==> config.mk <==
export PLATFORM = sky130hd
export DESIGN_NAME = issue_core_top
export DESIGN_NICKNAME = d
export VERILOG_FILES = /design/src/common/issue_pkg.sv /design/src/hw/issue_core_top.sv /design/src/hw/result_regfile.sv /design/src/hw/alu_execute.sv /design/src/instruction_queue/instruction_queue.sv /design/src/hw/instr_decoder.sv
export SDC_FILE = /design/constraint.sdc
export NUM_CORES = 2
export LEC_CHECK = 0
export BUFFER_PORTS_ARGS = -buffer_cell sky130_fd_sc_hd__buf_2
export CAP_MARGIN = 20
export CORE_UTILIZATION = 30
export DETAILED_ROUTE_END_ITERATION = 7
export PLACE_DENSITY = 0.43
export SLEW_MARGIN = 20
export SYNTH_ARGS = -nofsm -noshare
export SYNTH_HDL_FRONTEND = slang
export SYNTH_SLANG_ARGS = --single-unit
==> constraint.sdc <==
create_clock -name clk_i -period 7.7 [get_ports clk_i]
set_clock_uncertainty 0.05 [all_clocks]
set_input_delay 0.385 -clock clk_i [delete_from_list [all_inputs] [get_ports clk_i]]
set_output_delay 0.385 -clock clk_i [all_outputs]
set_load 0.05 [all_outputs]
==> src/common/issue_pkg.sv <==
// Issue slice shared definitions
package issue_pkg;

    // Data path width
    localparam int unsigned XLEN = 32;

    typedef logic [XLEN-1:0] xlen_t;        // Operand and result data
    typedef logic [4:0]      reg_addr_t;    // Architectural register index
    typedef logic [31:0]     instr_word_t;  // Raw RV32I instruction word
    typedef logic [3:0]      alu_op_t;      // Internal ALU operation code
    typedef logic [6:0]      opcode_t;      // Major opcode field
    typedef logic [2:0]      funct3_t;      // Minor opcode field
    typedef logic [6:0]      funct7_t;      // Upper function field

    // Accepted major opcodes
    localparam opcode_t OPCODE_OP     = 7'b0110011;  // Register-register ALU
    localparam opcode_t OPCODE_OP_IMM = 7'b0010011;  // Register-immediate ALU

    // funct3 encodings shared by OP and OP-IMM
    localparam funct3_t F3_ADD_SUB = 3'b000;
    localparam funct3_t F3_SLL     = 3'b001;
    localparam funct3_t F3_SLT     = 3'b010;
    localparam funct3_t F3_SLTU    = 3'b011;
    localparam funct3_t F3_XOR     = 3'b100;
    localparam funct3_t F3_SRL_SRA = 3'b101;
    localparam funct3_t F3_OR      = 3'b110;
    localparam funct3_t F3_AND     = 3'b111;

    // funct7 values, ALT selects SUB and arithmetic shift
    localparam funct7_t F7_BASE = 7'b0000000;
    localparam funct7_t F7_ALT  = 7'b0100000;

    // ALU operations
    localparam alu_op_t ALU_ADD  = 4'd0;
    localparam alu_op_t ALU_SUB  = 4'd1;
    localparam alu_op_t ALU_SLL  = 4'd2;
    localparam alu_op_t ALU_SLT  = 4'd3;
    localparam alu_op_t ALU_SLTU = 4'd4;
    localparam alu_op_t ALU_XOR  = 4'd5;
    localparam alu_op_t ALU_SRL  = 4'd6;
    localparam alu_op_t ALU_SRA  = 4'd7;
    localparam alu_op_t ALU_OR   = 4'd8;
    localparam alu_op_t ALU_AND  = 4'd9;

    // Default instruction queue depth
    localparam int unsigned IQ_DEFAULT_ENTRIES = 8;

    // Decoded instruction as stored in the queue
    typedef struct packed {
        logic      valid;    // Supported instruction
        alu_op_t   alu_op;   // Operation to perform
        reg_addr_t rd;       // Destination register
        reg_addr_t rs1;      // First source
        reg_addr_t rs2;      // Second source, unused with immediate
        logic      use_imm;  // Second operand comes from imm
        xlen_t     imm;      // Sign-extended immediate or shift amount
    } instr_entry_t;

    // Registered execute result
    typedef struct packed {
        logic      valid;    // Writeback pending, never set for x0
        reg_addr_t rd;       // Destination register
        xlen_t     data;     // ALU result
    } exe_result_t;

endpackage
==> src/hw/issue_core_top.sv <==
// Integer issue slice top level
module issue_core_top #(
    parameter int unsigned NUM_ENTRIES = issue_pkg::IQ_DEFAULT_ENTRIES  // Queue depth
) (
    input  logic                   clk_i,          // Clock
    input  logic                   rstn_i,         // Async reset, active low
    input  issue_pkg::instr_word_t instr_i,        // Instruction word
    input  logic                   instr_valid_i,  // Word present
    input  logic                   flush_i,        // Flush queue and execute
    input  logic                   stall_i,        // Stop popping the queue
    output logic                   full_o,         // Queue full
    output logic                   wb_valid_o,     // Writeback this cycle
    output issue_pkg::reg_addr_t   wb_rd_o,
    output issue_pkg::xlen_t       wb_data_o
);
    import issue_pkg::*;

    instr_entry_t dec_entry;   // Decoder to queue
    instr_entry_t head_entry;  // Queue head to execute
    logic         iq_empty;
    logic         pop;
    reg_addr_t    rs1_addr;
    reg_addr_t    rs2_addr;
    xlen_t        rs1_data;
    xlen_t        rs2_data;
    exe_result_t  exe_result;

    instr_decoder u_decoder (
        .instr_i       (instr_i),
        .instr_valid_i (instr_valid_i),
        .entry_o       (dec_entry)
    );

    instruction_queue #(
        .NUM_ENTRIES (NUM_ENTRIES)
    ) u_queue (
        .clk_i         (clk_i),
        .rstn_i        (rstn_i),
        .instruction_i (dec_entry),
        .flush_i       (flush_i),
        .read_head_i   (pop),
        .instruction_o (head_entry),
        .full_o        (full_o),
        .empty_o       (iq_empty)
    );

    alu_execute u_execute (
        .clk_i       (clk_i),
        .rstn_i      (rstn_i),
        .head_i      (head_entry),
        .empty_i     (iq_empty),
        .stall_i     (stall_i),
        .flush_i     (flush_i),
        .rs1_data_i  (rs1_data),
        .rs2_data_i  (rs2_data),
        .read_head_o (pop),
        .rs1_addr_o  (rs1_addr),
        .rs2_addr_o  (rs2_addr),
        .result_o    (exe_result)
    );

    result_regfile u_regfile (
        .clk_i      (clk_i),
        .rstn_i     (rstn_i),
        .result_i   (exe_result),
        .rs1_addr_i (rs1_addr),
        .rs2_addr_i (rs2_addr),
        .rs1_data_o (rs1_data),
        .rs2_data_o (rs2_data)
    );

    // Writeback ports
    assign wb_valid_o = exe_result.valid;
    assign wb_rd_o    = exe_result.rd;
    assign wb_data_o  = exe_result.data;

endmodule

==> src/hw/result_regfile.sv <==
// Integer register file
module result_regfile (
    input  logic                   clk_i,       // Clock
    input  logic                   rstn_i,      // Async reset, active low
    input  issue_pkg::exe_result_t result_i,    // Registered execute result
    input  issue_pkg::reg_addr_t   rs1_addr_i,
    input  issue_pkg::reg_addr_t   rs2_addr_i,
    output issue_pkg::xlen_t       rs1_data_o,
    output issue_pkg::xlen_t       rs2_data_o
);
    import issue_pkg::*;

    localparam int unsigned NUM_REGS = 32;

    // x1..x31, x0 has no storage
    xlen_t regs_q [1:NUM_REGS-1];

    logic write_en;

    assign write_en = result_i.valid && (result_i.rd != '0);

    always_ff @(posedge clk_i or negedge rstn_i) begin
        if (!rstn_i) begin
            for (int i = 1; i < NUM_REGS; i++) begin
                regs_q[i] <= '0;  // Architectural state starts at zero
            end
        end else if (write_en) begin
            regs_q[result_i.rd] <= result_i.data;
        end
    end

    // Combinational reads, no internal bypass
    // A same-cycle write is covered by forwarding in execute
    always_comb begin
        if (rs1_addr_i == '0) begin
            rs1_data_o = '0;  // Hardwired zero
        end else begin
            rs1_data_o = regs_q[rs1_addr_i];
        end
    end

    always_comb begin
        if (rs2_addr_i == '0) begin
            rs2_data_o = '0;
        end else begin
            rs2_data_o = regs_q[rs2_addr_i];
        end
    end

endmodule

==> src/hw/alu_execute.sv <==
// Integer execute stage
module alu_execute (
    input  logic                    clk_i,        // Clock
    input  logic                    rstn_i,       // Async reset, active low
    input  issue_pkg::instr_entry_t head_i,       // Queue head entry
    input  logic                    empty_i,      // Queue has nothing to pop
    input  logic                    stall_i,      // Hold issue
    input  logic                    flush_i,      // Kill in-flight work
    input  issue_pkg::xlen_t        rs1_data_i,   // Register file read port 1
    input  issue_pkg::xlen_t        rs2_data_i,   // Register file read port 2
    output logic                    read_head_o,  // Pop pulse to the queue
    output issue_pkg::reg_addr_t    rs1_addr_o,
    output issue_pkg::reg_addr_t    rs2_addr_o,
    output issue_pkg::exe_result_t  result_o      // Registered ALU result
);
    import issue_pkg::*;

    instr_entry_t op_q;        // Entry taken at the pop edge
    logic         op_valid_q;
    logic         res_valid_q;
    reg_addr_t    res_rd_q;
    xlen_t        res_data_q;
    xlen_t        opa;         // First operand after forwarding
    xlen_t        rs2_val;     // Second register after forwarding
    xlen_t        opb;         // Second operand, register or immediate
    logic [4:0]   shamt;
    xlen_t        alu_res;
    logic         fwd_rs1;
    logic         fwd_rs2;

    assign read_head_o = ~stall_i & ~empty_i;

    // Issue register
    always_ff @(posedge clk_i or negedge rstn_i) begin
        if (!rstn_i) begin
            op_valid_q <= 1'b0;
        end else if (flush_i) begin
            op_valid_q <= 1'b0;
        end else begin
            op_valid_q <= read_head_o & head_i.valid;
        end
    end

    always_ff @(posedge clk_i) begin
        if (read_head_o) begin
            op_q <= head_i;  // Payload only
        end
    end

    // Operand read, previous result is not in the register file yet
    assign rs1_addr_o = op_q.rs1;
    assign rs2_addr_o = op_q.rs2;
    assign fwd_rs1    = res_valid_q && (res_rd_q != '0) && (res_rd_q == op_q.rs1);
    assign fwd_rs2    = res_valid_q && (res_rd_q != '0) && (res_rd_q == op_q.rs2);
    assign opa        = fwd_rs1 ? res_data_q : rs1_data_i;
    assign rs2_val    = fwd_rs2 ? res_data_q : rs2_data_i;
    assign opb        = op_q.use_imm ? op_q.imm : rs2_val;
    assign shamt      = opb[4:0];

    always_comb begin
        case (op_q.alu_op)
            ALU_ADD:  alu_res = opa + opb;
            ALU_SUB:  alu_res = opa - opb;
            ALU_SLL:  alu_res = opa << shamt;
            ALU_SLT:  alu_res = {{(XLEN-1){1'b0}}, $signed(opa) < $signed(opb)};
            ALU_SLTU: alu_res = {{(XLEN-1){1'b0}}, opa < opb};
            ALU_XOR:  alu_res = opa ^ opb;
            ALU_SRL:  alu_res = opa >> shamt;
            ALU_SRA:  alu_res = xlen_t'($signed(opa) >>> shamt);
            ALU_OR:   alu_res = opa | opb;
            ALU_AND:  alu_res = opa & opb;
            default:  alu_res = '0;
        endcase
    end

    // Result register, x0 targets never write back
    always_ff @(posedge clk_i or negedge rstn_i) begin
        if (!rstn_i) begin
            res_valid_q <= 1'b0;
        end else if (flush_i) begin
            res_valid_q <= 1'b0;
        end else begin
            res_valid_q <= op_valid_q & (op_q.rd != '0);
        end
    end

    always_ff @(posedge clk_i) begin
        res_rd_q   <= op_q.rd;
        res_data_q <= alu_res;
    end

    assign result_o = '{valid: res_valid_q, rd: res_rd_q, data: res_data_q};

endmodule

==> src/instruction_queue/instruction_queue.sv <==
// Circular instruction queue
module instruction_queue #(
    parameter int unsigned NUM_ENTRIES
) (
    input  logic                    clk_i,          // Clock
    input  logic                    rstn_i,         // Async reset, active low
    input  issue_pkg::instr_entry_t instruction_i,  // Decoded entry to push
    input  logic                    flush_i,        // Drop every stored entry
    input  logic                    read_head_i,    // Pop the head
    output issue_pkg::instr_entry_t instruction_o,  // Head entry, zero when empty
    output logic                    full_o,         // No free slot
    output logic                    empty_o         // Nothing stored
);
    import issue_pkg::*;

    localparam int unsigned PTR_W = (NUM_ENTRIES > 1) ? $clog2(NUM_ENTRIES) : 1;

    typedef logic [PTR_W-1:0] ptr_t;
    typedef logic [PTR_W:0]   count_t;  // One bit wider than the pointers

    localparam count_t MAX_COUNT = count_t'(NUM_ENTRIES);

    instr_entry_t buffer_q [NUM_ENTRIES];  // Entry storage

    ptr_t   head_q;   // Oldest entry
    ptr_t   tail_q;   // Next free slot
    count_t count_q;  // Occupancy
    logic   write_en;
    logic   read_en;

    // Wrap explicitly so any depth works
    function automatic ptr_t ptr_next(input ptr_t ptr);
        ptr_next = (ptr == ptr_t'(NUM_ENTRIES - 1)) ? '0 : ptr + ptr_t'(1);
    endfunction

    // Push only real entries with room left; a word offered while full is lost
    assign write_en = instruction_i.valid & (count_q < MAX_COUNT);
    assign read_en  = read_head_i & (count_q != '0);

    // Storage
    always_ff @(posedge clk_i) begin
        if (write_en) begin
            buffer_q[tail_q] <= instruction_i;
        end
    end

    // Pointers and count, flush wins over push and pop
    always_ff @(posedge clk_i or negedge rstn_i) begin
        if (!rstn_i) begin
            head_q  <= '0;
            tail_q  <= '0;
            count_q <= '0;
        end else if (flush_i) begin
            head_q  <= '0;
            tail_q  <= '0;
            count_q <= '0;
        end else begin
            if (read_en) begin
                head_q <= ptr_next(head_q);
            end
            if (write_en) begin
                tail_q <= ptr_next(tail_q);
            end
            count_q <= count_q + count_t'(write_en) - count_t'(read_en);
        end
    end

    assign empty_o       = (count_q == '0);
    assign full_o        = (count_q == MAX_COUNT) | ~rstn_i;  // Held full during reset
    assign instruction_o = empty_o ? '0 : buffer_q[head_q];

endmodule

==> src/hw/instr_decoder.sv <==
// RV32I ALU group decoder
module instr_decoder (
    input  issue_pkg::instr_word_t  instr_i,        // Raw instruction word
    input  logic                    instr_valid_i,  // Word present this cycle
    output issue_pkg::instr_entry_t entry_o         // Decoded entry for the queue
);
    import issue_pkg::*;

    opcode_t   opcode;
    funct3_t   funct3;
    funct7_t   funct7;
    xlen_t     imm_i_type;   // Sign-extended I-type immediate
    xlen_t     shamt;        // Zero-extended shift amount
    logic      legal;        // Matches a supported form
    alu_op_t   alu_op;
    logic      use_imm;
    xlen_t     imm;

    // Field extraction
    assign opcode     = instr_i[6:0];
    assign funct3     = instr_i[14:12];
    assign funct7     = instr_i[31:25];
    assign imm_i_type = {{(XLEN-12){instr_i[31]}}, instr_i[31:20]};
    assign shamt      = {{(XLEN-5){1'b0}}, instr_i[24:20]};

    always_comb begin
        legal   = 1'b0;
        alu_op  = ALU_ADD;
        use_imm = 1'b0;
        imm     = '0;
        case (opcode)
            OPCODE_OP: begin
                // Only SUB and SRA may use the alternate funct7
                legal = (funct7 == F7_BASE) ||
                        ((funct7 == F7_ALT) && (funct3 == F3_ADD_SUB || funct3 == F3_SRL_SRA));
                case (funct3)
                    F3_ADD_SUB: alu_op = funct7[5] ? ALU_SUB : ALU_ADD;
                    F3_SLL:     alu_op = ALU_SLL;
                    F3_SLT:     alu_op = ALU_SLT;
                    F3_SLTU:    alu_op = ALU_SLTU;
                    F3_XOR:     alu_op = ALU_XOR;
                    F3_SRL_SRA: alu_op = funct7[5] ? ALU_SRA : ALU_SRL;
                    F3_OR:      alu_op = ALU_OR;
                    default:    alu_op = ALU_AND;
                endcase
            end
            OPCODE_OP_IMM: begin
                use_imm = 1'b1;
                legal   = 1'b1;  // Narrowed below for shifts
                imm     = imm_i_type;
                case (funct3)
                    F3_ADD_SUB: alu_op = ALU_ADD;  // No SUBI in RV32I
                    F3_SLL: begin
                        alu_op = ALU_SLL;
                        imm    = shamt;
                        legal  = (funct7 == F7_BASE);
                    end
                    F3_SLT:     alu_op = ALU_SLT;
                    F3_SLTU:    alu_op = ALU_SLTU;  // Immediate still sign-extended
                    F3_XOR:     alu_op = ALU_XOR;
                    F3_SRL_SRA: begin
                        alu_op = funct7[5] ? ALU_SRA : ALU_SRL;
                        imm    = shamt;
                        legal  = (funct7 == F7_BASE) || (funct7 == F7_ALT);
                    end
                    F3_OR:      alu_op = ALU_OR;
                    default:    alu_op = ALU_AND;
                endcase
            end
            default: legal = 1'b0;  // Everything else is dropped
        endcase
    end

    // Pack the entry
    always_comb begin
        entry_o         = '0;
        entry_o.valid   = instr_valid_i & legal;
        entry_o.alu_op  = alu_op;
        entry_o.rd      = instr_i[11:7];
        entry_o.rs1     = instr_i[19:15];
        entry_o.rs2     = use_imm ? '0 : instr_i[24:20];  // Immediate forms read one source
        entry_o.use_imm = use_imm;
        entry_o.imm     = imm;
    end

endmodule

==> impl_metrics.toml <==
[worst_setup_path]
path_class = "reg -> reg"
cp_cell_sequence = "buf_12 > buf_4 > nor4_1 > or3_1 > a21oi_1 > a32oi_2 > nand2_1 > inv_1 > ha_1 > o21bai_1 > a311o_1 > o31ai_1 > a211oi_1 > a211oi_1 > o31ai_1 > a221o_1 > nand3_1 > or3b_2 > a211o_1 > nand4_1"
r2r_end = "u_execute.res_data_q[29]"
cpPeakStageDelay_ns = 0.70
reg2regPathDepth = 20
endpoint_kind = "flip-flop"
worstPathArrival_ns = 7.59
r2r_setup_slack_ns = 0.82
worstPathMaxFanout = 22
cp-start-kind = "flip-flop"
required_ns = 8.40
r2r-start = "u_execute.rs2_addr_o[1]"
cp_slowest_cell = "a211oi_1"

[finish]
final_cells = 8870
seqCellArea_um2 = 34760
fin_util_pct = 34.46
drive_gt1_share_pct = 41.23
finalNetCount = 5578
n_fill_cell = 24170
area_delta_synth_final_pct = 13.98
multi_input_area_um2 = 37470

[grt]
gr-total-overflow = 0
first_global_vias = 51750
grt.total_usage_pct = 23.12
grt_pass1_wl_um = 413400
antenna_found_initial = 23
grt_max_degree = 160

[drt]
drc_errors = 0
wl_per_cell_um = 32.74
ant_nets = 0
first_iter_violations = 4910
vias = 50900
first_pass_iters = 6
wirelength_um = 290400
viasPerCell = 5.738

[floorplanning]
die_area_um2 = 250300
rows = 182
die_h_um = 500.3
die_w_um = 500.3
io_pins = 76
core-area_um2 = 246400
initial_utilization_pct = 30.23

[yosys]
ys_types = 98
yosysWarnings = 0
synth_edf_count = 296
synthCells = 5437
syn_area_um2 = 74480
ys.flop_type = "dfrtp_1"
avgSynthCellArea_um2 = 13.70
synthArstFlopShare_pct = 75.09
ys_seq_area_share_pct = 46.66
ys_seq_elements = 1337
syn-num-nets = 5588

[clock_network]
clock_sinks = 1337
cts_tree = "yes"
cts-root-buf = "clkbuf_16"
htree_levels = 4
cts_made_buffers = 161
clock_latency_ns = 0.86
path_clk_slew_ns = 0.06
cts_buffer_depth = 3

[hold_path]
hold_start = "instr_valid_i"
min-delay-path-class = "in -> reg"
min_path_cells = 3
hold_path_end = "u_queue.buffer_q[7][52]"

[timing]
drv_slew = 0
setup-tns-final_ns = 0
finalSetupViolations = 0
finalHoldViolations = 0
maxSlewHeadroom_pct = 23.04
rsz0062_at_grt = "no"
finalCritPeriodShare_pct = 89.38
min_period_ns = 6.883
tightest_slew_ns = 1.154
max_freq_ghz = 0.1453

[placement]
dpl.hpwl_um = 183600
portBuffers = 75
gp_congestion = 0.9281
place_inst = 8548

[power]
p_comb_share_pct = 46.5
ir_worst_vdd_v = 0.0002416
power.share.switching_pct = 43.94
power_density_nw_per_um2 = 347.3
p_leak_nw = 35.99
power_switching_mw = 12.96
seq_power_share_pct = 27.3
p_int_mw = 16.53
pwr-share-clk_pct = 26.2

[status]
status = "finished, final reports clean"

[run]
cap_violations = 0
[cells in the final DEF, fill, tap and decap left out, drive strengths merged, types with 18 or more instances in the layout]
cell | synthesis | final
dfxtp | 37 | 37
nor2 | 243 | 243
a22o | 38 | 38
o211ai | 27 | 27
a211oi | 26 | 26
a21oi | 121 | 121
and2 | 30 | 30
a21o | 22 | 22
dfrtp | 1004 | 1004
ha | 111 | 111
nand3 | 74 | 74
o22ai | 47 | 47
o21ai | 245 | 245
clkbuf | 345 | 238
clkinv | 0 | 42
mux2i | 155 | 155
o221ai | 20 | 20
a22oi | 53 | 53
xnor2 | 26 | 26
mux4 | 576 | 576
nor3 | 34 | 34
nor2b | 24 | 24
nand2 | 234 | 234
a221oi | 44 | 44
dlygate4sd3 | 0 | 28
o31ai | 18 | 18
buf | 152 | 296
inv | 120 | 122
edfxtp | 296 | 296
mux2 | 1063 | 1063
[metrics by stage]
| step | setup slack [ns] | power, mW | hold WS (ns) | area (um2) |
|---|---|---|---|---|
| finish | 0.8174 | 29.49 | 0.1027 | 84900 |
| global route | 0.5834 | 30.72 | 0.07463 | 84890 |
| global placement | 0.9146 | 21.80 | 0.3585 | 79150 |
| CTS | 0.9252 | 29.60 | 0.02581 | 84860 |
| floorplan | 1.412 | 16.50 | 0.03941 | 74480 |
| detailed placement | 1.004 | 21.74 | 0.3568 | 79180 |
[routing by layer]
layer / up-vias / wire length, um / GRT usage, %
li1: 20920 / - / -
met2: 1804 / 134900 / 36.38
met5: - / 0 / 0
met1: 27740 / 130300 / 32.55
met3: 435 / 16230 / 3.566
met4: 0 / 9019 / 7.243
[final cells by class]
| type | instances | area share (%) |
|---|---|---|
| multi-input cells | 3483 | 44.14 |
| flip-flops and latches | 1337 | 40.95 |
| clock buffers | 238 | 5.499 |
| well taps | 3312 | 4.881 |
| repair buffers | 324 | 3.136 |
| clock inverters | 50 | 0.8519 |
| inverters | 120 | 0.5306 |
| diodes | 6 | 0.01769 |
[cell families (layout without fill, tap and decap cells)]
| logic type | Yosys count | in the layout | synth area share, % |
|---|---|---|---|
| adder cells (fa/ha/maj) | 114 | 114 | 1.945 |
| flip-flops | 1337 | 1337 | 46.66 |
| AND/OR/NAND/NOR | 745 | 745 | 4.625 |
| multiplexers | 1794 | 1794 | 35.58 |
| buffers and inverters | 617 | 732 | 3.558 |
| XOR/XNOR | 35 | 35 | 0.4116 |
| AO/OA/AOI/OAI | 795 | 795 | 7.222 |
| other | 0 | 6 | 0 |
[Yosys cell counts (34+ instances only)]
cell	count	share of area [%]
a21oi_1	121	0.81
a221oi_1	40	0.47
a22o_1	38	0.45
a22oi_1	53	0.53
buf_1	34	0.17
buf_2	78	0.52
clkbuf_1	345	1.7
dfrtp_1	1004	34
dfxtp_1	37	0.99
edfxtp_1	296	12
ha_1	111	1.9
inv_1	115	0.58
mux2_2	1063	16
mux2i_1	154	2.1
mux4_2	576	17
nand2_1	233	1.2
nand3_1	74	0.50
nor2_1	242	1.2
o21ai_0	232	1.6
o22ai_1	47	0.39
[sequential cells by signal (all words and copies together), names as in the netlist]
register,flops
u_queue.head_q,3
u_queue.buffer_q,264
u_execute.op_q,22
u_execute.res_valid_q,1
u_execute.res_rd_q,5
u_execute.op_valid_q,1
u_regfile.regs_q,992
u_execute.res_data_q,32
u_execute.rs1_addr_o,5
u_queue.count_q,4
u_execute.rs2_addr_o,5
u_queue.tail_q,3
[worst max path at each step]
stage / startpoint / endpoint / slack (ns) / cells after the start
after global placement: u_execute.rs2_addr_o[1] / u_execute.res_data_q[29] / 0.91 / 20
after CTS: u_execute.rs2_addr_o[0] / u_execute.res_data_q[29] / 0.93 / 18
after detailed placement: u_execute.rs2_addr_o[0] / u_execute.res_data_q[29] / 1.00 / 19
after floorplan: u_execute.rs2_addr_o[0] / u_execute.res_data_q[20] / 1.41 / 24
final: u_execute.rs2_addr_o[1] / u_execute.res_data_q[29] / 0.82 / 20
after global routing: u_execute.rs2_addr_o[1] / u_execute.res_data_q[29] / 0.58 / 20
[critical path: cells and delay by family (launching register included)]
family	cells	cell delay, ns
compound gates	10	3.76
simple gates	6	1.40
buf+inv	3	0.79
flops	1	0.50
fa+ha+maj	1	0.22
[power groups by stage]
stage,registers (mW),logic [mW],clock network [mW]
CTS,8.06,13.6,7.92
finish,8.06,13.7,7.72
global route,8.10,14.4,8.19
global placement,8.17,13.6,0
detailed placement,8.19,13.6,0
floorplan,8.26,8.24,0
[repair_timing]
item / CTS / global route
gates resized for setup: 0 / 0
buffers inserted: 0 / 0
hold endpoints to repair: 293 / 0
hold buffers: 28 / 0
Power figures use the tool's default switching activity.
